===== config.mk =====
export PLATFORM = sky130hd
export DESIGN_NAME = rv_sequencer
export DESIGN_NICKNAME = d
export VERILOG_FILES = /design/src/hdl/rv_isa_pkg.sv /design/src/hdl/rv_core_pkg.sv /design/src/hdl/rv_sequencer.sv
export VERILOG_INCLUDE_DIRS = /design/src /design/src/hdl
export SDC_FILE = /design/constraint.sdc
export NUM_CORES = 1
export LEC_CHECK = 0
export BUFFER_PORTS_ARGS = -buffer_cell sky130_fd_sc_hd__buf_2
export CORE_UTILIZATION = 44
export DETAILED_ROUTE_END_ITERATION = 6
export PLACE_DENSITY = 0.9
export SYNTH_ARGS = -nofsm -noshare
export SYNTH_HDL_FRONTEND = slang
export SYNTH_SLANG_ARGS = --single-unit

===== constraint.sdc =====
create_clock -name clk -period 2 [get_ports clk]
set_input_delay 0.1 -clock clk [delete_from_list [all_inputs] [get_ports clk]]
set_output_delay 0.1 -clock clk [all_outputs]
set_load 0.005 [all_outputs]

===== src/hdl/rv_consts.svh =====
// Core sizing constants, included by the packages and RTL that need widths or depths
`ifndef RV_CONSTS_SVH
`define RV_CONSTS_SVH

// data path width
`define RV_XLEN 32

// register file size and index width
`define RV_REG_NUM 32
`define RV_REG_AW 5

// data memory, byte addressed, addresses wrap at the top
`define RV_DMEM_BYTES 128
`define RV_DMEM_AW 7

`endif


===== src/hdl/rv_isa_pkg.sv =====
// RV32I encodings shared by the decoder, ALU and data memory; referenced by scoped names
package rv_isa_pkg;

    // major opcodes of the supported subset
    typedef enum logic [6:0] {
        OP_LOAD  = 7'b0000011,
        OP_IMM   = 7'b0010011,
        OP_STORE = 7'b0100011,
        OP_REG   = 7'b0110011,
        OP_LUI   = 7'b0110111
    } opcode_e;

    typedef enum logic [3:0] {
        ALU_ADD    = 4'd0,
        ALU_SUB    = 4'd1,
        ALU_SLL    = 4'd2,
        ALU_SLT    = 4'd3,
        ALU_SLTU   = 4'd4,
        ALU_XOR    = 4'd5,
        ALU_SRL    = 4'd6,
        ALU_SRA    = 4'd7,
        ALU_OR     = 4'd8,
        ALU_AND    = 4'd9,
        ALU_PASS_B = 4'd10
    } alu_op_e;

    // values follow funct3 of loads and stores
    typedef enum logic [2:0] {
        MEM_BYTE   = 3'b000,
        MEM_HALF   = 3'b001,
        MEM_WORD   = 3'b010,
        MEM_BYTE_U = 3'b100,
        MEM_HALF_U = 3'b101
    } mem_size_e;

endpackage


===== src/hdl/rv_core_pkg.sv =====
// Core-level types passed between the decoder, sequencer and top level
`include "rv_consts.svh"

package rv_core_pkg;

    typedef struct packed {
        rv_isa_pkg::alu_op_e   alu_op;
        logic                  src_imm;
        logic                  reg_write;
        logic                  mem_read;
        logic                  mem_write;
        rv_isa_pkg::mem_size_e mem_size;
        logic                  illegal;
        logic [`RV_REG_AW-1:0] rs1;
        logic [`RV_REG_AW-1:0] rs2;
        logic [`RV_REG_AW-1:0] rd;
    } ctrl_t;

    typedef struct packed {
        logic                  valid;
        logic                  reg_write;
        logic                  illegal;
        logic [`RV_REG_AW-1:0] rd;
        logic [`RV_XLEN-1:0]   data;
    } retire_t;

    typedef enum logic [1:0] {
        ST_IDLE = 2'd0,
        ST_EXEC = 2'd1,
        ST_LOAD = 2'd2
    } seq_state_e;

endpackage


===== src/hdl/rv_sequencer.sv =====
// Instruction handshake FSM; steps execute and load, writes back, retires and counts
`include "rv_consts.svh"

module rv_sequencer (
    input  logic                 clk,
    input  logic                 rstn,
    input  logic [`RV_XLEN-1:0]  i_instr,
    input  logic                 i_instr_valid,
    input  rv_core_pkg::ctrl_t   i_ctrl,
    input  logic [`RV_XLEN-1:0]  i_alu_result,
    input  logic [`RV_XLEN-1:0]  i_load_data,
    output logic                 o_instr_ready,
    output logic [`RV_XLEN-1:0]  o_instr_q,
    output logic                 o_rf_we,
    output logic [`RV_XLEN-1:0]  o_rf_wdata,
    output logic                 o_mem_wr,
    output logic                 o_mem_rd,
    output rv_core_pkg::retire_t o_retire,
    output logic [`RV_XLEN-1:0]  o_instret
);

    rv_core_pkg::seq_state_e state;
    rv_core_pkg::seq_state_e state_nxt;
    rv_core_pkg::retire_t    retire_nxt;
    logic                    accept;
    logic                    done;

    assign o_instr_ready = (state == rv_core_pkg::ST_IDLE);
    assign accept        = i_instr_valid && o_instr_ready;

    // loads finish one state later than everything else
    assign done = ((state == rv_core_pkg::ST_EXEC) && !i_ctrl.mem_read)
               || (state == rv_core_pkg::ST_LOAD);

    assign o_mem_wr   = (state == rv_core_pkg::ST_EXEC) && i_ctrl.mem_write;
    assign o_mem_rd   = (state == rv_core_pkg::ST_EXEC) && i_ctrl.mem_read;
    assign o_rf_we    = done && i_ctrl.reg_write;
    assign o_rf_wdata = (state == rv_core_pkg::ST_LOAD) ? i_load_data : i_alu_result;

    always_comb
    begin
        retire_nxt.valid     = done;
        retire_nxt.reg_write = o_rf_we;
        retire_nxt.illegal   = done && i_ctrl.illegal;
        retire_nxt.rd        = o_rf_we ? i_ctrl.rd : '0;
        retire_nxt.data      = o_rf_we ? o_rf_wdata : '0;
    end

    always_comb
    begin
        case (state)
            rv_core_pkg::ST_IDLE:
                state_nxt = accept ? rv_core_pkg::ST_EXEC : rv_core_pkg::ST_IDLE;
            rv_core_pkg::ST_EXEC:
                state_nxt = i_ctrl.mem_read ? rv_core_pkg::ST_LOAD : rv_core_pkg::ST_IDLE;
            default:
                state_nxt = rv_core_pkg::ST_IDLE;
        endcase
    end

    always_ff @(posedge clk or negedge rstn)
    begin
        if (!rstn)
        begin
            state     <= rv_core_pkg::ST_IDLE;
            o_instr_q <= '0;
            o_retire  <= '0;
            o_instret <= '0;
        end
        else
        begin
            state    <= state_nxt;
            o_retire <= retire_nxt;
            if (accept)
                o_instr_q <= i_instr;
            if (done)
                o_instret <= o_instret + 1'b1;
        end
    end

    a_retire_pulse: assert property (@(posedge clk) disable iff (!rstn)
        o_retire.valid |=> !o_retire.valid)
        else $error("retire pulse lasted two cycles");

    // ready only comes back together with the retire of the previous instruction
    a_ready_retire: assert property (@(posedge clk) disable iff (!rstn)
        !o_instr_ready ##1 o_instr_ready |-> o_retire.valid)
        else $error("ready returned without a retirement");

endmodule


# ---- After elaboration in Yosys (flattened, before gate mapping)
# Cells that the tools add are included.
# Widths: inputs -> output; s select.
dict set report word_totals {
  reg_bits 106
  latch_bits 0
  ram_bits 0
  romBits 0
  in_bits 126
  out_inout_bits 140
  word_cells 26
  mem_count 0
}
dict set report op_classes {
  n_addsub 1
  mul 0
  div 0
  order_cmp 0
  eq_ne 2
  shifts 0
  n_mux 6
  bitwise 0
  n_reduce_logical 9
}
# cell n
set op_table {}
lappend op_table {{$mux 32} 2}
lappend op_table {{$add 32x1->32 const B} 1}
lappend op_table {{$logic_and 1x1->1} 6}
lappend op_table {{$mux 5} 1}
lappend op_table {{$pmux 2 s2} 1}
lappend op_table {{$eq 2x1->1 const B} 1}
lappend op_table {{$eq 2x2->1 const B} 1}
lappend op_table {{$logic_not 2->1} 1}
lappend op_table {{$mux 2} 1}
lappend op_table {{$logic_not 1->1} 1}
lappend op_table {{$logic_or 1x1->1} 1}
lappend op_table {{$mux 1} 1}

# ---- Depth between registers and ports, before layout
dict set report logic_depth {
  word_depth 5
  ltp_mapped 6
  depth_no_buf 5
}

# ---- Least setup slack after synthesis
# No wires, ideal clock.
dict set report synth_timing {
  path_type {reg-to-reg}
  start {register state[1]}
  end {register o_instret[31]}
  setup_ps 79
  arrival_ps 1561
  required_time_ps 1921
  setup_slack_ps 359
  path_stages_with_launch 5
  n_path_buf 0
  synth_period_minus_slack_ps 1641
  cell_sequence {dfrtp_1 -> or3b_4 -> a211o_4 -> nor4_4 -> xor2_1}
}
dict set report synth_between {
  elab_chain_len 3
  word_cells_on_any_way 4
  classes_between {eq/ne: 2; reduce/logical: 2}
}
# item line
set synth_rtl {}
lappend synth_rtl {{from (decl)} rv_sequencer.sv:22} ;# rv_core_pkg::seq_state_e state;
lappend synth_rtl {{from (signal assigned)} rv_sequencer.sv:65} ;# state <= rv_core_pkg::ST_IDLE;
lappend synth_rtl {{from (signal assigned)} rv_sequencer.sv:72} ;# state <= state_nxt;
lappend synth_rtl {{$eq 2x1->1} rv_sequencer.sv:32} ;# assign done = ((state == rv_core_pkg::ST_EXEC) && !i_ctrl.mem_read)
lappend synth_rtl {{$logic_and 1x1->1} rv_sequencer.sv:32}
lappend synth_rtl {{$logic_or 1x1->1 *} rv_sequencer.sv:33} ;# || (state == rv_core_pkg::ST_LOAD);
lappend synth_rtl {{to (signal assigned)} rv_sequencer.sv:77} ;# o_instret <= o_instret + 1'b1;
lappend synth_rtl {{to (decl)} rv_sequencer.sv:19} ;# output logic [`RV_XLEN-1:0] o_instret
# Every way passes the cells marked *; elsewhere a longest branch is shown, timed or not.
# A chain may end at the register's enable or synchronous reset.

# ---- Worst setup path in the final report
dict set report layout_timing {
  start {register state[1]}
  end {output o_rf_we}
}
dict set report layout_between {
  elab_chain_len 4
  word_cells_on_any_way 5
  classes_between {eq/ne: 2; reduce/logical: 3}
}
# item line
set layout_rtl {}
lappend layout_rtl {{$eq 2x1->1} rv_sequencer.sv:32}
lappend layout_rtl {{$logic_and 1x1->1} rv_sequencer.sv:32}
lappend layout_rtl {{$logic_or 1x1->1 *} rv_sequencer.sv:33}
lappend layout_rtl {{$logic_and 1x1->1 *} rv_sequencer.sv:37} ;# assign o_rf_we = done && i_ctrl.reg_write;
lappend layout_rtl {{to (decl)} rv_sequencer.sv:14} ;# output logic o_rf_we,
# Marks and branches as above.

==> flow_metrics.tcl <==
set metrics [dict create \
    rows 36 \
    worst_setup_path_end_kind "output port" \
    async_flop_share_pct 100 \
    grt_pass1_wl_um 19500 \
    cts-buffers-inserted 9 \
    worstPathArrival_ps 1810 \
    finalHoldViolCount 0 \
    first_pass_iters 4 \
    synth_largest_area_cell "dfrtp_1" \
    initial_core_util_pct 45.9 \
    yosysMostFrequentCell "nand2_1" \
    critPathKind "reg -> out" \
    wl_per_cell_um 16.1 \
    post-cts-setup-buffer-count 0 \
    ir_drop_v 0.000544 \
    synth_area_leaders "dfrtp_1 59%, nand2_1 8.9%, mux2_2 5.7%" \
    avgViaCountPerCell 4.90 \
    whs_ps 17.5 \
    core_area_um2 9860 \
    status "complete, no violations" \
    final_nets 810 \
    seqCellArea_um2 2650 \
    grt_max_degree 47 \
    r2r_end "o_instret[7]$_DFFE_PN0N_" \
    ys.flop_type "dfrtp_1" \
    ff2ff_path_depth 4 \
    max_freq_mhz 524 \
    grt_remaining_overflow 0 \
    synthesis.area_um2 4530 \
    die_x_um 103 \
    antenna_found_initial 0 \
    startpoint "state[1]$_DFF_PN0_" \
    rsz0062_at_grt "yes" \
    place_congestion 0.859 \
    ys_ff_latch 106 \
    hpwl_um 9420 \
    multi_input_area_um2 1770 \
    relSlewSlack_pct 66.0 \
    fill_cells 743 \
    ys_types 32 \
    setup_viol 0 \
    io-pin-count 266 \
    yosysWarnings 0 \
    maxCapViolCount 0 \
    cts-htree-levels 3 \
    io_buffers 247 \
    rrSetupSlack_ps 130 \
    tightest_slew_ps 508 \
    syn-instance-count 401 \
    period_minus_slack_ps 1910 \
    cts_buffer_depth 2 \
    clk_pin_slew_ps 90 \
    drive_gt1_share_pct 45.5 \
    slew_violations 0 \
    drc 0 \
    cp_max_fo 23 \
    grt_pass1_vias 4060 \
    finalCritPeriodShare_pct 95.5 \
    power_per_cell_area_nw_per_um2 760 \
    synth.top_cell.area_share_pct 58.6 \
    area_growth_pct 45.7 \
    cts_tree "built" \
    grt_usage_pct 24.3 \
    vias 4025 \
    yosysSeqAreaShare_pct 58.6 \
    leakagePower_nw 3.69 \
    wl_um 13200 \
    syn_nets 528 \
    start_kind "register" \
    syn_avg_cell_area_um2 11.3 \
    clock_sinks 106 \
    n_antenna_cell 0 \
    fin_setup_tns_ps 0 \
    drt_iter0_markers 137 \
    clockRootBuffer "clkbuf_8" \
    die_h_um 103 \
    endpoint "o_rf_we" \
    postRouteAntennaNets 0 \
    hold_path_class "in -> reg" \
    die-area_um2 10700 \
    insertion_delay_ps 360 \
    fin_skew_ps 9.81 \
    synth_edf_count 0 \
    worstPathRequired_ps 1900 \
    r2r-start "state[1]$_DFF_PN0_" \
    ys_top_cells_by_count "107 x nand2_1, 106 x dfrtp_1, 40 x and3_1" \
]
## area by class of cell
class                      instances  share of cell area (%)
inverter                           4                   0.228
sequential                       106                    40.2
clock inverter                     5                    1.29
timing repair buffer             294                    26.7
tap                              133                    2.52
multi-input combinational        268                    26.9
clock buffer                      11                    2.14
## where the power goes
| part | internal, mW | total [mW] | leakage, nW | switching (mW) |
|---|---|---|---|---|
| logic | 0.542 | 1.02 | 2.22 | 0.483 |
| clock network | 0.747 | 1.47 | 0.110 | 0.723 |
| registers | 2.36 | 2.51 | 1.36 | 0.156 |
## timing repair
action / CTS / global route
hold buffers: 37 / 1
hold endpoints to repair: 71 / 1
resized for setup: 0 / 4
endpoints found under the setup margin: 0 / 21
## cells by family after synthesis
logic type | Yosys count | synth area share [%]
AOI/OAI and AO/OA | 3 | 0.885
xor gates and xnor gates | 31 | 6.00
buffers and inverters | 27 | 2.40
adders and majority gates | 1 | 0.276
DFF | 106 | 58.6
muxes | 33 | 8.21
and+or+nand+nor | 200 | 23.6
## metrics by stage
stage          utilization [%]  instances  area (um2)  setup slack [ps]  power (mW)
3_5_place_dp              60.3        766        5950               167        3.49
5_1_grt                   66.8        821        6590             -16.8        5.27
3_3_place_gp              60.3        766        5950               262        3.44
4_1_cts                   66.4        819        6550              17.2        5.02
6_report                  66.8        821        6590              90.9        5.01
2_1_floorplan                -        401        4530               359        2.93
## flip-flops by register name, indices dropped and copies added (netlist names)
signal and flops:
o_retire 40, o_instr_q 32, o_instret 32, state 2
## worst min-delay path by stage
stage / startpoint / to / slack [ps] / cells after the start
after detailed placement: rstn / o_instr_q[10]$_DFFE_PN0P_ / 110 / 1
after floorplan: rstn / o_instr_q[0]$_DFFE_PN0P_ / -200 / 0
after CTS: i_ctrl[0] / o_retire[32]$_DFF_PN0_ / 1 / 2
final: i_ctrl[0] / o_retire[32]$_DFF_PN0_ / 20 / 2
after global placement: rstn / o_instr_q[3]$_DFFE_PN0P_ / 90 / 1
after global routing: i_ctrl[0] / o_retire[32]$_DFF_PN0_ / 8 / 2
## critical path, cell delays in order, from the launching register on
cell	delay [ps]
dfrtp_2	450
or3b_4	430
nand2_4	120
buf_12	170
and2_1	160
buf_2	120
## routing by layer
| metal | up-vias | track usage, % | part of all wire [%] |
|---|---|---|---|
| met4 | 0 | 11.1 | 2.9 |
| met5 | - | 0 | 0 |
| met3 | 26 | 5.85 | 7.7 |
| met2 | 182 | 44.0 | 50 |
| li1 | 1907 | - | - |
| met1 | 1910 | 27.0 | 40 |
## cells in the final DEF, fill, tap and decap left out, drive strengths merged
cell	count
bufinv	2
and3	40
nand2	107
clkinv	1
and4	7
clkinvlp	1
nand2b	1
nand4	5
buf	255
nor2b	1
xor2	21
nand3	11
nor3	5
clkbuf	12
and3b	3
nor4	9
and2	3
ha	1
nor2	4
dfrtp	106
xnor2	10
or3b	1
dlygate4sd3	38
a211o	1
a21bo	1
mux2	33
inv	5
a211oi	1
nor3b	3
(Power assumes the default switching activity.)
