**config.mk**
```make
export PLATFORM = sky130hd
export DESIGN_NAME = rv_alu
export DESIGN_NICKNAME = d
export VERILOG_FILES = /design/src/hdl/rv_isa_pkg.sv /design/src/hdl/rv_alu.sv
export VERILOG_INCLUDE_DIRS = /design/src /design/src/hdl
export SDC_FILE = /design/constraint.sdc
export NUM_CORES = 1
export LEC_CHECK = 0
export ABC_AREA = 1
export ABC_CLOCK_PERIOD_IN_PS = 4100
export BUFFER_PORTS_ARGS = -buffer_cell sky130_fd_sc_hd__buf_4
export CAP_MARGIN = 20
export CELL_PAD_IN_SITES_DETAIL_PLACEMENT = 1
export CELL_PAD_IN_SITES_GLOBAL_PLACEMENT = 1
export CORE_ASPECT_RATIO = 1.5
export CORE_MARGIN = 8
export CORE_UTILIZATION = 44
export DETAILED_ROUTE_END_ITERATION = 16
export PLACE_DENSITY = 0.95
export SYNTH_ARGS = -nofsm -noshare
export SYNTH_HDL_FRONTEND = slang
export SYNTH_SLANG_ARGS = --single-unit
```
**constraint.sdc**
```tcl
create_clock -name vclk -period 4.1
set_clock_uncertainty 0.2 [all_clocks]
set_input_delay 0.205 -clock vclk [all_inputs]
set_output_delay 0.205 -clock vclk [all_outputs]
set_load 0.01 [all_outputs]
```
**src/hdl/rv_consts.svh**
```systemverilog
// Core sizing constants, included by the packages and RTL that need widths or depths
`ifndef RV_CONSTS_SVH
`define RV_CONSTS_SVH

// data path width
`define RV_XLEN 32

// register file size and index width
`define RV_REG_NUM 32
`define RV_REG_AW 5

// data memory, byte addressed, addresses wrap at the top
`define RV_DMEM_BYTES 128
`define RV_DMEM_AW 7

`endif

```
**src/hdl/rv_isa_pkg.sv**
```systemverilog
// RV32I encodings shared by the decoder, ALU and data memory; referenced by scoped names
package rv_isa_pkg;

    // major opcodes of the supported subset
    typedef enum logic [6:0] {
        OP_LOAD  = 7'b0000011,
        OP_IMM   = 7'b0010011,
        OP_STORE = 7'b0100011,
        OP_REG   = 7'b0110011,
        OP_LUI   = 7'b0110111
    } opcode_e;

    typedef enum logic [3:0] {
        ALU_ADD    = 4'd0,
        ALU_SUB    = 4'd1,
        ALU_SLL    = 4'd2,
        ALU_SLT    = 4'd3,
        ALU_SLTU   = 4'd4,
        ALU_XOR    = 4'd5,
        ALU_SRL    = 4'd6,
        ALU_SRA    = 4'd7,
        ALU_OR     = 4'd8,
        ALU_AND    = 4'd9,
        ALU_PASS_B = 4'd10
    } alu_op_e;

    // values follow funct3 of loads and stores
    typedef enum logic [2:0] {
        MEM_BYTE   = 3'b000,
        MEM_HALF   = 3'b001,
        MEM_WORD   = 3'b010,
        MEM_BYTE_U = 3'b100,
        MEM_HALF_U = 3'b101
    } mem_size_e;

endpackage

```
**src/hdl/rv_alu.sv**
```systemverilog
// Combinational ALU for the integer register and immediate instructions and lui
`include "rv_consts.svh"

module rv_alu (
    input  logic [`RV_XLEN-1:0] i_a,
    input  logic [`RV_XLEN-1:0] i_b,
    input  rv_isa_pkg::alu_op_e i_op,
    output logic [`RV_XLEN-1:0] o_result
);

    localparam int SHAMT_W = $clog2(`RV_XLEN);

    logic [SHAMT_W-1:0] shamt;
    logic               lt_signed;
    logic               lt_unsigned;

    // shifts use only the low bits of b
    assign shamt       = i_b[SHAMT_W-1:0];
    assign lt_signed   = $signed(i_a) < $signed(i_b);
    assign lt_unsigned = i_a < i_b;

    always_comb
    begin
        case (i_op)
            rv_isa_pkg::ALU_ADD:    o_result = i_a + i_b;
            rv_isa_pkg::ALU_SUB:    o_result = i_a - i_b;
            rv_isa_pkg::ALU_SLL:    o_result = i_a << shamt;
            rv_isa_pkg::ALU_SLT:    o_result = {{(`RV_XLEN-1){1'b0}}, lt_signed};
            rv_isa_pkg::ALU_SLTU:   o_result = {{(`RV_XLEN-1){1'b0}}, lt_unsigned};
            rv_isa_pkg::ALU_XOR:    o_result = i_a ^ i_b;
            rv_isa_pkg::ALU_SRL:    o_result = i_a >> shamt;
            rv_isa_pkg::ALU_SRA:    o_result = $unsigned($signed(i_a) >>> shamt);
            rv_isa_pkg::ALU_OR:     o_result = i_a | i_b;
            rv_isa_pkg::ALU_AND:    o_result = i_a & i_b;
            rv_isa_pkg::ALU_PASS_B: o_result = i_b;
            default:                o_result = '0;
        endcase
    end

endmodule

```
* Word-level counts from Yosys, hierarchy flattened
Cells that the tools add are included.
W data, S select, Z words.
** Storage, ports and cells
- Register bits :: 0
- Output and inout bits :: 32
- Word-level logic and storage cells :: 22
** Cells by class
- $add $sub $neg :: 2
- Magnitude comparators :: 2
- Eq/ne operators :: 10
- Shift operators :: 3
- Mux-type cells :: 1
- Bitwise logic cells :: 3
- Reductions and logical operators :: 1
** Operators by type and width (count)
- $pmux W32 S11 :: 1
- $lt A32 B32 Y1 :: 2
- $add A32 B32 Y32 :: 1
- $and A32 B32 Y32 :: 1
- $or A32 B32 Y32 :: 1
- $shl A32 B5 Y32 :: 1
- $shr A32 B5 Y32 :: 1
- $sshr A32 B5 Y32 :: 1
- $sub A32 B32 Y32 :: 1
- $xor A32 B32 Y32 :: 1
- $eq A4 B3 Y1 const B :: 4
- $eq A4 B4 Y1 const B :: 3
- $eq A4 B2 Y1 const B :: 2
- $eq A4 B1 Y1 const B :: 1
- $logic_not A4 Y1 :: 1

* Logic depth before layout (Yosys ltp)
Gate-level depths: netlist of the first run.
- Depth in word-level cells :: 2
- Gate-level depth with buffers :: 18
- Gate-level depth less buffers :: 15

* Worst setup path before layout of the first run
OpenSTA, ideal clock, no wires.
- Path kind :: input -> output
- Start :: input i_b[3]
- End :: output o_result[0]
- Arrival time :: 2.192 ns
- Path slack :: 1.503 ns
- Stages :: 18
- Buffers on the path :: 4
- Cells stage by stage :: buf_2 inv_1 buf_2 buf_1 ha_1 buf_2 nor2_1 nand2_1 nand3_1 nand2_1 nand2_1 nand2_1 nand2_1 nand2_1 nand2_1 nor2_1 nor2_1 nand2_1
** Between the ends
- Longest elaborated chain between the ends :: 2
- Elaborated cells between the ends (all ways) :: 6
** RTL lines
- start, declared :: line rv_alu.sv:6 : input logic [`RV_XLEN-1:0] i_b,
- $lt A32 B32 Y1, or another cell as far along :: line rv_alu.sv:20 : assign lt_unsigned = i_a < i_b;
- $pmux W32 S11 (*) :: line rv_alu.sv:24 : case (i_op)
- end, declared :: line rv_alu.sv:8 : output logic [`RV_XLEN-1:0] o_result
Mark *: on every way between the ends. The rest lies on a longest branch, timed or not.

* Final worst setup path of the first run
- Start :: input i_b[4]
- End :: output o_result[0]
Same word-level chain as after synthesis.

==> results of run 1 <==
## metrics by stage
stage | util | cells
after floorplan | - | 2218
after global placement | 0.481 | 2555
after detailed placement | 0.481 | 2555
after CTS | 0.481 | 2555
after global routing | 0.481 | 2555
final | 0.481 | 2555
## synthesized netlist by cell type (2+ instances only)
cell type / number
nand2_1: 779
a211oi_1: 2
o21ai_1: 8
a31oi_1: 3
ha_1: 100
buf_2: 62
o21bai_1: 8
nand4_1: 24
nor4_1: 3
inv_2: 8
nor2_1: 202
buf_1: 11
inv_1: 322
nand3b_1: 3
xor2_1: 2
buf_4: 4
a21oi_1: 60
or2_0: 2
a21boi_0: 3
nand2_2: 4
or2_2: 3
o22ai_1: 26
nor2_2: 8
clkbuf_1: 22
nor2_4: 3
o21ai_0: 63
nand3_1: 415
and3_1: 2
o211ai_1: 20
and2_1: 16
nor3_1: 21
fa_1: 2
## kinds of logic after synthesis
| kind of cell | count (synthesis) | synth area share |
|---|---|---|
| AO/OA/AOI/OAI | 197 | 0.107 |
| XOR/XNOR | 2 | 0.00168 |
| adder cells (fa/ha/maj) | 102 | 0.124 |
| buffers and inverters | 432 | 0.164 |
| AND/OR/NAND/NOR | 1485 | 0.604 |
## final cells by class
type	instances	area [um2]	share of cell area
inverters	332	1250	0.111
multi-input cells	1786	8730	0.773
well taps	319	399	0.0353
repair buffers	118	911	0.0807
## per-layer routing
metal | vias to the layer above | share of wire | track usage
met5 | - | 0 | 0
met4 | 0 | 0.087 | 0.305
met3 | 243 | 0.055 | 0.0289
met2 | 696 | 0.48 | 0.687
met1 | 7325 | 0.37 | 0.418
li1 | 7091 | - | -
## path summary, 6_finish.rpt
kind,from,end,slack [ps]
worst max-delay path,i_b[4],o_result[0],920
worst min-delay path,i_b[4],o_result[9],660
## where the power goes
group	leakage, nW	switching [W]	internal [W]	total [W]
Sequential	0	0	0	0
Clock	0	0	0	0
Combinational	6.68	0.00109	0.000454	0.00155
## worst max-delay path, delay by kind of cell
| kind | cells | cell delay [ps] |
|---|---|---|
| fa+ha+maj | 1 | 400 |
| buf+inv | 5 | 670 |
| simple gates | 11 | 1480 |
==> results.cfg, run 1 <==
[timing]
rsz0062_at_grt = no
period_minus_slack_ps = 3180
max_freq_mhz = 315
hold_viol_final = 0
finalCritPeriodShare = 0.775
finalSetupTns_ps = 0
hold_slack_ps = 658
setup_viol = 0
tightest_slew_ps = 1100
slew_headroom = 0.265
finalMaxSlewViolations = 0
worst_slack_ps = 924

[final_layout]
design_area_um2 = 11300
drive_gt1_frac = 0.0662
final_cell_mix = nand2_1 (779), nand3_1 (415), inv_1 (320), nor2_1 (202), buf_4 (116)
area.growth.synth_to_final_pct = 8.04
seq_cells = 0
fillers = 3834
num-clock-buffers = 0
mostFrequentLayoutCell = nand2_1
seq_area_um2 = 0
finalNetCount = 2408
diodes = 0

[critical_path]
arrival_ps = 2770
path_common_cell = nand2_1
start_kind = input port
slowest_delay_ps = 400
slowest_stage = ha_1
cp_max_fo = 14
end_kind = primary output
worst_ep_required_time_ps = 3690
cp_cell_sequence = buf_4, inv_1, buf_4, ha_1, nor2_1, nand2_1, inv_1, nand2_1, nand2_1, nand2_1, nand2_1, nand2_1, nand2_1, nor2_1, nor2_1, nand2_1, buf_4
path_class = input port to primary output

[clock_tree]
cts_setup_buffers = 0
ctsResizeCount = 0
cts_hold_buf = 0

[synth]
ys_seq_area_frac = 0
syn-num-nets = 2388
synthesis.area_um2 = 10500
synth_top_cell_by_area = nand2_1
synth_top_area_share = 0.280
yosysWarnings = 0
ys_types = 39
netlist_top_cells_area = nand2_1 (28%), nand3_1 (20%), ha_1 (12%)
syn_inst = 2218
avgSynthCellArea_um2 = 4.71

[floorplan]
die_x_um = 142
rows = 69
die_y_um = 205
pin_count = 100
initial_core_util = 0.445
die-area_um2 = 29000
core_area_um2 = 23500

[detailed_routing]
vias_per_cell = 6.01
num_vias = 15355
first_pass_iters = 5
wl_um = 57200
drtIter0Drc = 1144
drtAntennaViolNets = 0
routedWlPerCell_um = 22.4
drc = 0

[flow_run]
drv_cap = 0

[placement]
hpwlAfterDp_um = 48100
placed_area_um2 = 11300
pre_cts_ws_ps = 1020
io_buffers = 100
gp_congestion = 1.06

[power_and_ir_drop]
leakage_nw = 6.68
max-vdd-ir-drop_uv = 63.0
p_per_area_nw_per_um2 = 137
power_w = 0.00155

[global_routing]
grt_max_degree = 76
grt.total_usage = 0.387
overflow = 0
grt_pass1_wl_um = 87200
antenna_found_initial = 0
grt_pass1_vias = 16108

[status]
status = completed

[min_path]
hp-class = input port to primary output
min_delay_path_depth = 4
No activity file was read; power rests on OpenSTA's default activity.
==> run 2: changes to the inputs <==
--- a/config.mk
+++ b/config.mk
@@ -7,16 +7,16 @@
 export NUM_CORES = 1
 export LEC_CHECK = 0
 export ABC_AREA = 1
-export ABC_CLOCK_PERIOD_IN_PS = 4100
+export ABC_CLOCK_PERIOD_IN_PS = 3200
 export BUFFER_PORTS_ARGS = -buffer_cell sky130_fd_sc_hd__buf_4
 export CAP_MARGIN = 20
 export CELL_PAD_IN_SITES_DETAIL_PLACEMENT = 1
 export CELL_PAD_IN_SITES_GLOBAL_PLACEMENT = 1
 export CORE_ASPECT_RATIO = 1.5
 export CORE_MARGIN = 8
-export CORE_UTILIZATION = 44
+export CORE_UTILIZATION = 41
 export DETAILED_ROUTE_END_ITERATION = 16
-export PLACE_DENSITY = 0.95
+export PLACE_DENSITY = 0.94
 export SYNTH_ARGS = -nofsm -noshare
 export SYNTH_HDL_FRONTEND = slang
 export SYNTH_SLANG_ARGS = --single-unit
==> constraint.sdc (replaced) <==
create_clock -name vclk -period 3.2
set_clock_uncertainty 0.2 [all_clocks]
set_input_delay 0.16 -clock vclk [all_inputs]
set_output_delay 0.16 -clock vclk [all_outputs]
set_load 0.01 [all_outputs]
==> results.cfg, run 2 (synthesis results as in run 1) <==
[detailed_routing]
wl_um = 60200
drtAntennaViolNets = 0
first_pass_iters = 5
vias_per_cell = 5.92
drtIter0Drc = 971
drc = 0
routedWlPerCell_um = 23.2
num_vias = 15360

[final_layout]
drive_gt1_frac = 0.0786
diodes = 0
final_cell_mix = nand2_1 (779), nand3_1 (415), inv_1 (320), nor2_1 (202), buf_4 (145)
seq_area_um2 = 0
mostFrequentLayoutCell = nand2_1
seq_cells = 0
num-clock-buffers = 0
area.growth.synth_to_final_pct = 10.4
finalNetCount = 2438

[placement]
io_buffers = 100
pre_cts_ws_ps = 346
hpwlAfterDp_um = 51000
gp_congestion = 1.02

[global_routing]
grt.total_usage = 0.374
grt_pass1_wl_um = 89700
antenna_found_initial = 1
overflow = 0
grt_pass1_vias = 15525
grt_max_degree = 83

[critical_path]
cp_max_fo = 11
worst_ep_required_time_ps = 2840
start_kind = input port
path_class = input port to primary output
arrival_ps = 2570
end_kind = primary output

[flow_run]
drv_cap = 0

[power_and_ir_drop]
sequentialPowerShare = 0
combPwrFrac = 1.000
switching_share = 0.699
power.switching_w = 0.00143
leakage_nw = 6.83
p_clk_frac = 0
power_w = 0.00204
cell_internal_pwr_w = 0.000614
max-vdd-ir-drop_uv = 75.4
p_per_area_nw_per_um2 = 177

[timing]
max_freq_mhz = 342
worst_slack_ps = 273
setup_viol = 0
finalMaxSlewViolations = 0
period_minus_slack_ps = 2930
hold_viol_final = 0
finalCritPeriodShare = 0.915
finalSetupTns_ps = 0
tightest_slew_ps = 916
rsz0062_at_grt = no
slew_headroom = 0.389

[clock_tree]
cts_setup_buffers = 0
cts_hold_buf = 0
ctsResizeCount = 0

[floorplan]
pin_count = 100
rows = 71
die-area_um2 = 31000
die_x_um = 146
core_area_um2 = 25100
initial_core_util = 0.417
die_y_um = 212

[status]
status = completed

[min_path]
hp-class = input port to primary output
[run 2: cell types whose count changed in the layout (fill, tap and decap cells not counted), sizes merged]
cell,change
buf,+30
[run 2: through the flow]
| step | area, um2 | cells | hold slack [ps] | util |
|---|---|---|---|---|
| finish | 11500 | 2594 | 735 | 0.461 |
| floorplan | 10500 | 2218 | 400 | - |
| global placement | 11500 | 2594 | 701 | 0.461 |
| global route | 11500 | 2594 | 802 | 0.461 |
| detailed placement | 11500 | 2594 | 738 | 0.461 |
| CTS | 11500 | 2594 | 738 | 0.461 |
[run 2: worst paths after layout]
| check | from | cells past startpoint | endpoint |
|---|---|---|---|
| max | i_b[0] | 15 | o_result[12] |
| min | i_op[3] | 7 | o_result[0] |
[run 2: cell type report]
cell class | count | area, um2
Timing Repair Buffer | 148 | 1150
Fill cell | 3984 | 13500
Inverter | 332 | 1250
Tap cell | 328 | 410
Multi-Input combinational cell | 1786 | 8730
[run 2: critical path, stage by stage]
cell,delay (ps)
buf_4,170
ha_1,230
inv_1,90
fa_1,370
inv_1,170
nand3_1,90
nand3_1,210
nand3_1,110
nand3_1,300
a21oi_1,130
o21ai_0,90
nand2_1,70
inv_1,120
nand2_1,90
buf_4,160
[run 2: power by group through the flow]
stage	registers, W	clock network [W]	logic, W
2_1_floorplan	0	0	0.00119
3_3_place_gp	0	0	0.00193
3_5_place_dp	0	0	0.00198
4_1_cts	0	0	0.00199
5_1_grt	0	0	0.00220
6_report	0	0	0.00204
[run 2: per-layer routing]
| layer | routed length, um | up-vias | GRT usage |
|---|---|---|---|
| li1 | - | 7154 | - |
| met1 | 22500 | 7328 | 0.404 |
| met2 | 29300 | 634 | 0.671 |
| met3 | 3380 | 242 | 0.0382 |
| met4 | 5050 | 2 | 0.269 |
| met5 | 12 | - | 0 |
