$ cat src/hdl/rv_consts.svh
// Core sizing constants, included by the packages and RTL that need widths or depths
`ifndef RV_CONSTS_SVH
`define RV_CONSTS_SVH

// data path width
`define RV_XLEN 32

// register file size and index width
`define RV_REG_NUM 32
`define RV_REG_AW 5

// data memory, byte addressed, addresses wrap at the top
`define RV_DMEM_BYTES 128
`define RV_DMEM_AW 7

`endif

$ cat src/hdl/rv_isa_pkg.sv
// RV32I encodings shared by the decoder, ALU and data memory; referenced by scoped names
package rv_isa_pkg;

    // major opcodes of the supported subset
    typedef enum logic [6:0] {
        OP_LOAD  = 7'b0000011,
        OP_IMM   = 7'b0010011,
        OP_STORE = 7'b0100011,
        OP_REG   = 7'b0110011,
        OP_LUI   = 7'b0110111
    } opcode_e;

    typedef enum logic [3:0] {
        ALU_ADD    = 4'd0,
        ALU_SUB    = 4'd1,
        ALU_SLL    = 4'd2,
        ALU_SLT    = 4'd3,
        ALU_SLTU   = 4'd4,
        ALU_XOR    = 4'd5,
        ALU_SRL    = 4'd6,
        ALU_SRA    = 4'd7,
        ALU_OR     = 4'd8,
        ALU_AND    = 4'd9,
        ALU_PASS_B = 4'd10
    } alu_op_e;

    // values follow funct3 of loads and stores
    typedef enum logic [2:0] {
        MEM_BYTE   = 3'b000,
        MEM_HALF   = 3'b001,
        MEM_WORD   = 3'b010,
        MEM_BYTE_U = 3'b100,
        MEM_HALF_U = 3'b101
    } mem_size_e;

endpackage

$ cat src/hdl/rv_core_pkg.sv
// Core-level types passed between the decoder, sequencer and top level
`include "rv_consts.svh"

package rv_core_pkg;

    typedef struct packed {
        rv_isa_pkg::alu_op_e   alu_op;
        logic                  src_imm;
        logic                  reg_write;
        logic                  mem_read;
        logic                  mem_write;
        rv_isa_pkg::mem_size_e mem_size;
        logic                  illegal;
        logic [`RV_REG_AW-1:0] rs1;
        logic [`RV_REG_AW-1:0] rs2;
        logic [`RV_REG_AW-1:0] rd;
    } ctrl_t;

    typedef struct packed {
        logic                  valid;
        logic                  reg_write;
        logic                  illegal;
        logic [`RV_REG_AW-1:0] rd;
        logic [`RV_XLEN-1:0]   data;
    } retire_t;

    typedef enum logic [1:0] {
        ST_IDLE = 2'd0,
        ST_EXEC = 2'd1,
        ST_LOAD = 2'd2
    } seq_state_e;

endpackage

$ cat src/hdl/rv_decoder.sv
// Combinational instruction decoder producing the control struct and the immediate
`include "rv_consts.svh"

module rv_decoder (
    input  logic [`RV_XLEN-1:0] i_instr,
    output rv_core_pkg::ctrl_t  o_ctrl,
    output logic [`RV_XLEN-1:0] o_imm
);

    logic [6:0]          opcode;
    logic [2:0]          funct3;
    logic [6:0]          funct7;
    logic                unknown;
    logic [`RV_XLEN-1:0] imm_i;
    logic [`RV_XLEN-1:0] imm_s;
    logic [`RV_XLEN-1:0] imm_u;
    logic [`RV_XLEN-1:0] imm_sh;

    assign opcode = i_instr[6:0];
    assign funct3 = i_instr[14:12];
    assign funct7 = i_instr[31:25];

    assign imm_i  = {{(`RV_XLEN-12){i_instr[31]}}, i_instr[31:20]};
    assign imm_s  = {{(`RV_XLEN-12){i_instr[31]}}, i_instr[31:25], i_instr[11:7]};
    assign imm_u  = {i_instr[31:12], 12'b0};
    assign imm_sh = {{(`RV_XLEN-5){1'b0}}, i_instr[24:20]};

    always_comb
    begin
        o_ctrl          = '0;
        o_ctrl.alu_op   = rv_isa_pkg::ALU_ADD;
        o_ctrl.mem_size = rv_isa_pkg::MEM_WORD;
        o_ctrl.rs1      = i_instr[19:15];
        o_ctrl.rs2      = i_instr[24:20];
        o_ctrl.rd       = i_instr[11:7];
        o_imm           = imm_i;
        unknown         = 1'b0;
        case (opcode)
            rv_isa_pkg::OP_REG:
            begin
                o_ctrl.reg_write = 1'b1;
                case ({funct7, funct3})
                    10'b0000000_000: o_ctrl.alu_op = rv_isa_pkg::ALU_ADD;
                    10'b0100000_000: o_ctrl.alu_op = rv_isa_pkg::ALU_SUB;
                    10'b0000000_001: o_ctrl.alu_op = rv_isa_pkg::ALU_SLL;
                    10'b0000000_010: o_ctrl.alu_op = rv_isa_pkg::ALU_SLT;
                    10'b0000000_011: o_ctrl.alu_op = rv_isa_pkg::ALU_SLTU;
                    10'b0000000_100: o_ctrl.alu_op = rv_isa_pkg::ALU_XOR;
                    10'b0000000_101: o_ctrl.alu_op = rv_isa_pkg::ALU_SRL;
                    10'b0100000_101: o_ctrl.alu_op = rv_isa_pkg::ALU_SRA;
                    10'b0000000_110: o_ctrl.alu_op = rv_isa_pkg::ALU_OR;
                    10'b0000000_111: o_ctrl.alu_op = rv_isa_pkg::ALU_AND;
                    default:         unknown = 1'b1;
                endcase
            end
            rv_isa_pkg::OP_IMM:
            begin
                o_ctrl.reg_write = 1'b1;
                o_ctrl.src_imm   = 1'b1;
                case (funct3)
                    3'b000: o_ctrl.alu_op = rv_isa_pkg::ALU_ADD;
                    3'b010: o_ctrl.alu_op = rv_isa_pkg::ALU_SLT;
                    3'b011: o_ctrl.alu_op = rv_isa_pkg::ALU_SLTU;
                    3'b100: o_ctrl.alu_op = rv_isa_pkg::ALU_XOR;
                    3'b110: o_ctrl.alu_op = rv_isa_pkg::ALU_OR;
                    3'b111: o_ctrl.alu_op = rv_isa_pkg::ALU_AND;
                    3'b001:
                    begin
                        o_ctrl.alu_op = rv_isa_pkg::ALU_SLL;
                        o_imm         = imm_sh;
                        unknown       = (funct7 != 7'b0000000);
                    end
                    default:
                    begin
                        // 101, srli or srai picked by funct7
                        o_ctrl.alu_op = (funct7[5]) ? rv_isa_pkg::ALU_SRA : rv_isa_pkg::ALU_SRL;
                        o_imm         = imm_sh;
                        unknown       = (funct7 != 7'b0000000) && (funct7 != 7'b0100000);
                    end
                endcase
            end
            rv_isa_pkg::OP_LOAD:
            begin
                o_ctrl.reg_write = 1'b1;
                o_ctrl.mem_read  = 1'b1;
                o_ctrl.src_imm   = 1'b1;
                case (funct3)
                    3'b000:  o_ctrl.mem_size = rv_isa_pkg::MEM_BYTE;
                    3'b001:  o_ctrl.mem_size = rv_isa_pkg::MEM_HALF;
                    3'b010:  o_ctrl.mem_size = rv_isa_pkg::MEM_WORD;
                    3'b100:  o_ctrl.mem_size = rv_isa_pkg::MEM_BYTE_U;
                    3'b101:  o_ctrl.mem_size = rv_isa_pkg::MEM_HALF_U;
                    default: unknown = 1'b1;
                endcase
            end
            rv_isa_pkg::OP_STORE:
            begin
                o_ctrl.mem_write = 1'b1;
                o_ctrl.src_imm   = 1'b1;
                o_imm            = imm_s;
                case (funct3)
                    3'b000:  o_ctrl.mem_size = rv_isa_pkg::MEM_BYTE;
                    3'b001:  o_ctrl.mem_size = rv_isa_pkg::MEM_HALF;
                    3'b010:  o_ctrl.mem_size = rv_isa_pkg::MEM_WORD;
                    default: unknown = 1'b1;
                endcase
            end
            rv_isa_pkg::OP_LUI:
            begin
                o_ctrl.reg_write = 1'b1;
                o_ctrl.src_imm   = 1'b1;
                o_ctrl.alu_op    = rv_isa_pkg::ALU_PASS_B;
                o_imm            = imm_u;
            end
            default: unknown = 1'b1;
        endcase

        // nothing is written for an unrecognized word
        if (unknown)
        begin
            o_ctrl.illegal   = 1'b1;
            o_ctrl.reg_write = 1'b0;
            o_ctrl.mem_read  = 1'b0;
            o_ctrl.mem_write = 1'b0;
        end
        if (o_ctrl.rd == '0)
            o_ctrl.reg_write = 1'b0;
    end

    always_comb
    begin
        assert ($onehot0({o_ctrl.reg_write, o_ctrl.mem_write, o_ctrl.illegal}))
            else $error("decoder raised more than one of write, store and illegal");
    end

endmodule

$ cat config.mk
export PLATFORM = sky130hd
export DESIGN_NAME = rv_decoder
export DESIGN_NICKNAME = d
export VERILOG_FILES = /design/src/hdl/rv_isa_pkg.sv /design/src/hdl/rv_core_pkg.sv /design/src/hdl/rv_decoder.sv
export VERILOG_INCLUDE_DIRS = /design/src /design/src/hdl
export SDC_FILE = /design/constraint.sdc
export NUM_CORES = 1
export LEC_CHECK = 0
export BUFFER_PORTS_ARGS = -buffer_cell sky130_fd_sc_hd__clkbuf_2
export CORE_MARGIN = 2
export CORE_UTILIZATION = 42
export DETAILED_ROUTE_END_ITERATION = 8
export PLACE_DENSITY = 0.88
export SYNTH_ARGS = -nofsm -noshare
export SYNTH_HDL_FRONTEND = slang
export SYNTH_SLANG_ARGS = --single-unit
$ cat constraint.sdc
create_clock -name vclk -period 2.4
set_input_delay 0.36 -clock vclk [all_inputs]
set_output_delay 0.36 -clock vclk [all_outputs]
set_load 0.02 [all_outputs]
Word-level counts from Yosys, hierarchy flattened
Cells that the tools add are included.
{ "word_totals": {"reg_bits": 0, "latchBits": 0, "mem_bits_rw": 0, "mem_bits_ro": 0, "input_bits": 32, "output_inout_bits": 59, "wordCells": 54, "memories": 0} }
{ "op_classes": {"add_sub_neg": 0, "multipliers": 0, "div": 0, "order_cmp": 0, "eq_ne": 22, "shift": 0, "n_mux": 21, "bitwise_logic": 0, "reduce_logical": 11} }
{ "ops": {"columns": ["cell", "count"], "rows": [
  ["32-bit one-hot mux with 3 select lines", 1],
  ["10-bit by 3-bit equality test with 1-bit output, second input constant", 4],
  ["4-bit one-hot mux with 9 select lines", 1],
  ["32-bit 2-to-1 mux", 1],
  ["4-bit one-hot mux with 7 select lines", 1],
  ["7-bit by 6-bit equality test with 1-bit output, second input constant", 3],
  ["10-bit by 2-bit equality test with 1-bit output, second input constant", 2],
  ["10-bit by 9-bit equality test with 1-bit output, second input constant", 2],
  ["3-bit equality test, second input constant", 4],
  ["3-bit one-hot mux with 4 select lines", 1],
  ["4-bit one-hot mux with 3 select lines", 1],
  ["10-bit by 1-bit equality test with 1-bit output, second input constant", 1],
  ["10-bit logical NOT", 1],
  ["1-bit 2-to-1 mux", 10],
  ["10-bit OR reduction", 1],
  ["4-bit OR reduction", 2],
  ["7-bit by 2-bit equality test with 1-bit output, second input constant", 1],
  ["7-bit by 5-bit equality test with 1-bit output, second input constant", 1],
  ["7-bit by 6-bit != test with 1-bit output, second input constant", 1],
  ["7-bit nonzero test", 1],
  ["3-bit by 2-bit equality test with 1-bit output, second input constant", 2],
  ["3-bit one-hot mux with 2 select lines", 1],
  ["6-bit OR reduction", 1],
  ["5-bit logical NOT", 1],
  ["other kinds (9)", 9]
]} }

Longest topological paths before layout
Gate-level depths: netlist of run 1.
{ "logic_depth": {"depth_word": 6, "mapped_depth": 6, "mapped_depth_nobuf": 4} }

Worst setup path before layout of run 1
No wires, ideal clock.
{ "synth_path": {"kind": "input -> output", "startpoint": "input i_instr[25]", "endpoint": "output o_ctrl[21] (netlist bit)", "arrival_time_ns": 1.643, "path_slack_ns": 0.397, "path_stages": 4, "path_cell_list": "nor4_4 > and2_1 > o211ai_1 > nor4_1"} }
{ "synth_rtl": {"columns": ["element", "line_no", "text"], "rows": [
  ["from (decl)", "rv_decoder.sv:5", "input logic [`RV_XLEN-1:0] i_instr,"],
  ["to (decl)", "rv_decoder.sv:6", "output rv_core_pkg::ctrl_t o_ctrl,"]
]} }

Worst setup path after layout of run 1
{ "layout_path": {"startpoint": "input i_instr[5]", "endpoint": "output o_imm[14]"} }
{ "layout_between": {"elab_chain_cells": 2, "elab_cells_between_ends": 4} }
{ "layout_lines": {"columns": ["element", "line_no", "text"], "rows": [
  ["7-bit by 6-bit equality test with 1-bit output / 7-bit by 5-bit equality test with 1-bit output (equally long branches)", "rv_decoder.sv:38", "case (opcode)"],
  ["32-bit one-hot mux with 3 select lines *", "rv_decoder.sv:38", null],
  ["to (decl)", "rv_decoder.sv:7", "output logic [`RV_XLEN-1:0] o_imm"]
]} }
Every way passes the cells marked *; elsewhere a longest branch is shown, timed or not.

==> results of run 1 <==
final cells by class:
class	count	area, µm²	area share (%)
Multi-Input combinational cell	101	735.7	58.74
Timing Repair Buffer	94	478.0	38.16
Inverter	1	3.754	0.2997
Tap cell	28	35.03	2.797
metrics by stage:
| stage | hold slack (ns) | cell area [µm²] | instances | util, % |
|---|---|---|---|---|
| after CTS | 0.9529 | 1252 | 224 | 58.30 |
| after global placement | 0.9513 | 1252 | 224 | 58.30 |
| after detailed placement | 0.9527 | 1252 | 224 | 58.30 |
| after floorplan | 0.8326 | 933.4 | 128 | - |
| after global routing | 0.9581 | 1252 | 224 | 58.30 |
| final | 0.9514 | 1252 | 224 | 58.30 |
power breakdown:
group	internal, mW	switching, mW
Sequential	0	0
Combinational	0.0865	0.142
Clock	0	0
Total	0.0865	0.142
how the worst min path moves through the flow:
stage,from,endpoint,depth (start not counted)
floorplan,i_instr[7],o_ctrl[0],1
global placement,i_instr[17],o_ctrl[12],2
detailed placement,i_instr[17],o_ctrl[12],2
CTS,i_instr[17],o_ctrl[12],2
global route,i_instr[17],o_ctrl[12],2
finish,i_instr[17],o_ctrl[12],2
metal layers:
metal / up-vias / part of all wire, % / global-route usage [%]
li1: 593 / - / -
met1: 512 / 45 / 27.59
met2: 39 / 50 / 35.50
met3: 0 / 5.2 / 0.5848
met4: 0 / 0 / 1.802
met5: - / 0 / 0
synth_stat cells (2+ instances only):
library cell,instances
or3_1,2
and3_1,4
nor2_1,7
nand2b_1,3
a21oi_1,8
nand2_1,6
and2_1,8
buf_6,4
nor4b_4,2
buf_4,16
o21a_1,2
buf_2,5
o21ai_0,4
nand4_1,2
a21o_1,20
a22o_1,5
nor2b_1,5
placed cells by master (no fill, tap or decap), drive strengths merged, types with 3 or more instances in the layout:
cell type and n:
a21o 20, a21oi 8, a22o 5, and2 9
and3 4, buf 3, clkbuf 91, nand2 6
nand2b 3, nor2 7, nor2b 5, o21ai 5
cells by family after synthesis:
logic type | after synthesis | synth area share [%]
AOI/OAI and AO/OA | 49 | 37.40
and+or+nand+nor | 52 | 41.42
buffers and inverters | 27 | 21.18
==> results.md, run 1 <==
- DRT antenna net count: 0
- Syn nets: 160
- Tcrit/Tclk final: 87.36%
- Resized Gates After CTS: 0
- Run status: complete, no violations
- TNS Setup: 0 ns
- I/O pin total: 91
- Crit. End Element: primary output
- Detailed placer's ending HPWL: 2.306 mm
- Critical path required time: 2.04 ns
- Die outline width: 51.14 µm
- DRT Pass-1 Iters: 4
- Register area share after synthesis: 0%
- Share of layout cells above drive strength 1: 52.55%
- Routability cong.: 0.8621
- Wire length of the first global-routing pass: 4.333 mm
- Leakage dissipation: 0.7468 nW
- Summed instance area of the synthesized netlist: 933.4 µm²
- Critical Path Source: i_instr[5]
- Total via count after detailed routing: 1144
- Number of buffers inserted for hold repair after clock tree synthesis: 0
- Number of instances in the synthesized netlist: 128
- Post-Place Setup Slack: 0.3054 ns
- Slowest library cell on the worst path: and2_4
- Overall die height: 51.14 µm
- Yosys warning total: 0
- Post-CTS Setup Bufs: 0
- Clock tree buffer count of the final layout: 0
- Cell taking the most area after synthesis: a21o_1
- Maximum single-stage delay on the critical path: 0.33 ns
- Crit-path cells: clkbuf_2, and2_1, o211ai_2, and2_4, a21o_1, clkbuf_2
- Critical path fanouts, max: 20
- Cell type with the highest occurrence count on the critical path: clkbuf_2
- Total grt overflow: 0
- Setup crit end: o_imm[14]
- Area taken by flip-flops and latches: 0 µm²
- Actual slew at the worst max-slew pin: 0.3540 ns
- Power Dens Cells: 182.5 mW/mm²
- Number of buffers inserted by port buffering: 91
- Time the worst path needs with I/O delays and setup: 2.097 ns
- Fin. Hold Viols: 0
- Initial Util: 43.45%
- Largest net degree at the start of global routing: 21
- Synth unique cells: 42
- Final wirelength: 2.779 mm
- Sequential cell count of the final layout: 0
- Dominant delay contributor by cell family on the critical path: simple AND/OR/NAND/NOR gates
- Area of the die: 0.002615 mm²
- Max-slew violation total from the final report: 0
- Nets@finish: 230
- Standard-cell row count: 17
- Via count of the first global-routing pass: 986
- Total global-route track usage: 19.98%
- Core area: 0.002148 mm²
- Filler cells: 230
- Antenna cells: 0
- Final worst slack: 0.3034 ns
- VDD IR-drop max: 0.0001409 V
- Final routed DRC violation total: 0
- Yosys top cell area share: 16.09%
- Number of vias per cell after detailed routing: 5.107
- Number of gates on the worst path with buffers counted: 6
- Buffers & Inverters on Critical Path: 2
- Max cap viols: 0
- Antenna violations before repair: 0
- Area grow syn2layout: 34.18%
- RSZ-0062 raised after global routing: false
- Worst path arrival time: 1.74 ns
- FMAX: 0.4770 GHz
- Routed length per placed instance: 12.41 µm
- Top area cells in the synthesized netlist: a21o_1 16%, buf_4 13%, and2_1 5.4%, nor4b_4 5.1%, buf_6 4.8%
- Launching element type of the critical path: input pin
- Worst setup path category: input pin to primary output
- HP Class: input pin to primary output
- Post-Synthesis Mean Instance Area: 7.292 µm²
- Post-route total power: 228.6 µW
- Setup-failing EPs final: 0
- Max_slew headroom: 76.31%
- DRT iter0 DRCs: 21
Power figures use the tool's default switching activity.
==> inputs of run 2 (changes only) <==
CELL_PAD_IN_SITES_DETAIL_PLACEMENT = 0   (was not set)
CELL_PAD_IN_SITES_GLOBAL_PLACEMENT = 1   (was not set)
CORE_UTILIZATION = 26   (was 42)
PLACE_DENSITY = 0.87   (was 0.88)
clock period = 2.6 ns   (was 2.4 ns; I/O delays follow)
==> run 2 against run 1 <==
Against the previous run: global-route usage down 6.6 points; hold slack gained 0.060 ns; core utilization is 20 points lower; combinational power down 7%; first-iteration DRC count grew 43%; critical path depth is the same; sequential share of layout area did not move; largest cell class unchanged; flip-flop and latch count is the same; largest power group unchanged.
==> results.md, run 2 (synthesis results as in run 1) <==
- Routed length per placed instance: 12.41 µm
- Final wirelength: 3.016 mm
- Final routed DRC violation total: 0
- Die outline width: 63.92 µm
- Routability cong.: 0.8348
- Core area: 0.003390 mm²
- Max cap viols: 0
- DRT Pass-1 Iters: 4
- Power Dens Cells: 166.5 mW/mm²
- Max-slew violation total from the final report: 0
- Filler cells: 379
- Actual slew at the worst max-slew pin: 0.3987 ns
- Antenna violations before repair: 0
- Worst path arrival time: 1.74 ns
- Switch share: 62.14%
- Run status: complete, no violations
- VDD IR-drop max: 0.00006180 V
- Share of the core filled with cells in the final layout: 37.84%
- Crit. End Element: primary output
- Critical path fanouts, max: 4
- Wire length of the first global-routing pass: 4.726 mm
- Area taken by flip-flops and latches: 0 µm²
- Total global-route track usage: 13.38%
- Setup-failing EPs final: 0
- Nets@finish: 231
- Number of vias per cell after detailed routing: 4.905
- Detailed placer's ending HPWL: 2.482 mm
- Max_slew headroom: 73.30%
- DRT iter0 DRCs: 30
- Antenna cells: 0
- Leakage dissipation: 0.7506 nW
- TNS Setup: 0 ns
- DRT antenna net count: 0
- Share of layout cells above drive strength 1: 52.79%
- Number of buffers inserted for hold repair after clock tree synthesis: 0
- Most common cell after layout, fill and taps aside: clkbuf_2
- Commonest cells after routing, fill and taps aside: 91 x clkbuf_2, 20 x a21o_1, 8 x a21oi_1, 8 x and2_1, 7 x nor2_1
- Sequential Power Share: 0%
- Critical path required time: 2.21 ns
- Sequential cell count of the final layout: 0
- Combinational fraction of design power: 100.0%
- Initial Util: 27.54%
- Largest net degree at the start of global routing: 21
- Post-CTS Setup Bufs: 0
- Cell-internal power: 80.85 µW
- Time the worst path needs with I/O delays and setup: 2.132 ns
- Resized Gates After CTS: 0
- Worst setup path category: input pin to primary output
- Clock tree buffer count of the final layout: 0
- Area of the die: 0.004085 mm²
- RSZ-0062 raised after global routing: false
- FMAX: 0.4691 GHz
- Clock group share of total power: 0%
- Switching power summed over all nets: 132.7 µW
- Fin. Hold Viols: 0
- Area grow syn2layout: 37.40%
- I/O pin total: 91
- HP Class: input pin to primary output
- Overall die height: 63.92 µm
- Launching element type of the critical path: input pin
- Total via count after detailed routing: 1192
- Via count of the first global-routing pass: 1026
- Number of buffers inserted by port buffering: 91
- Total grt overflow: 0
- Standard-cell row count: 21
- Tcrit/Tclk final: 81.99%
run 2: final cells by class:
type | instances | area, µm² | share of cell area [%]
tap | 46 | 57.56 | 4.488
inverter | 1 | 3.754 | 0.2927
timing repair buffer | 95 | 485.5 | 37.85
multi-input combinational | 101 | 735.7 | 57.37
run 2: worst paths after layout:
kind	startpoint	end	slack, ns	cells past startpoint
worst max-delay path	i_instr[25]	o_ctrl[25]	0.47	6
worst min-delay path	i_instr[15]	o_ctrl[10]	1.01	2
run 2: per-stage QoR:
| stage | instance area (µm²) | power (mW) | cells | worst slack, ns | hold WS (ns) |
|---|---|---|---|---|---|
| after floorplan | 933.4 | 0.1507 | 128 | 0.5371 | 0.8926 |
| final | 1282 | 0.2136 | 243 | 0.4683 | 1.012 |
| after global placement | 1282 | 0.2136 | 243 | 0.4790 | 1.012 |
| after CTS | 1282 | 0.2147 | 243 | 0.4693 | 1.014 |
| after global routing | 1282 | 0.2300 | 243 | 0.3208 | 1.020 |
| after detailed placement | 1282 | 0.2142 | 243 | 0.4661 | 1.014 |
run 2: metal layers:
layer	GRT usage [%]	vias up	share of wire [%]	wire length, µm
li1	-	597	-	-
met1	18.33	552	44	1321
met2	23.96	41	50	1519
met3	0.8803	2	5.5	165
met4	0.5435	0	0.33	10
met5	0	-	0	0
run 2: worst max-delay path, stage by stage:
cell	delay, ns
clkbuf_2	0.11
nor4_4	0.35
nand4_1	0.22
or3_1	0.38
o221ai_1	0.08
clkbuf_2	0.21
run 2: power by group through the flow:
stage	combinational [mW]	clock (mW)	sequential, mW
final	0.214	0	0
after floorplan	0.151	0	0
after CTS	0.215	0	0
after detailed placement	0.214	0	0
after global placement	0.214	0	0
after global routing	0.230	0	0
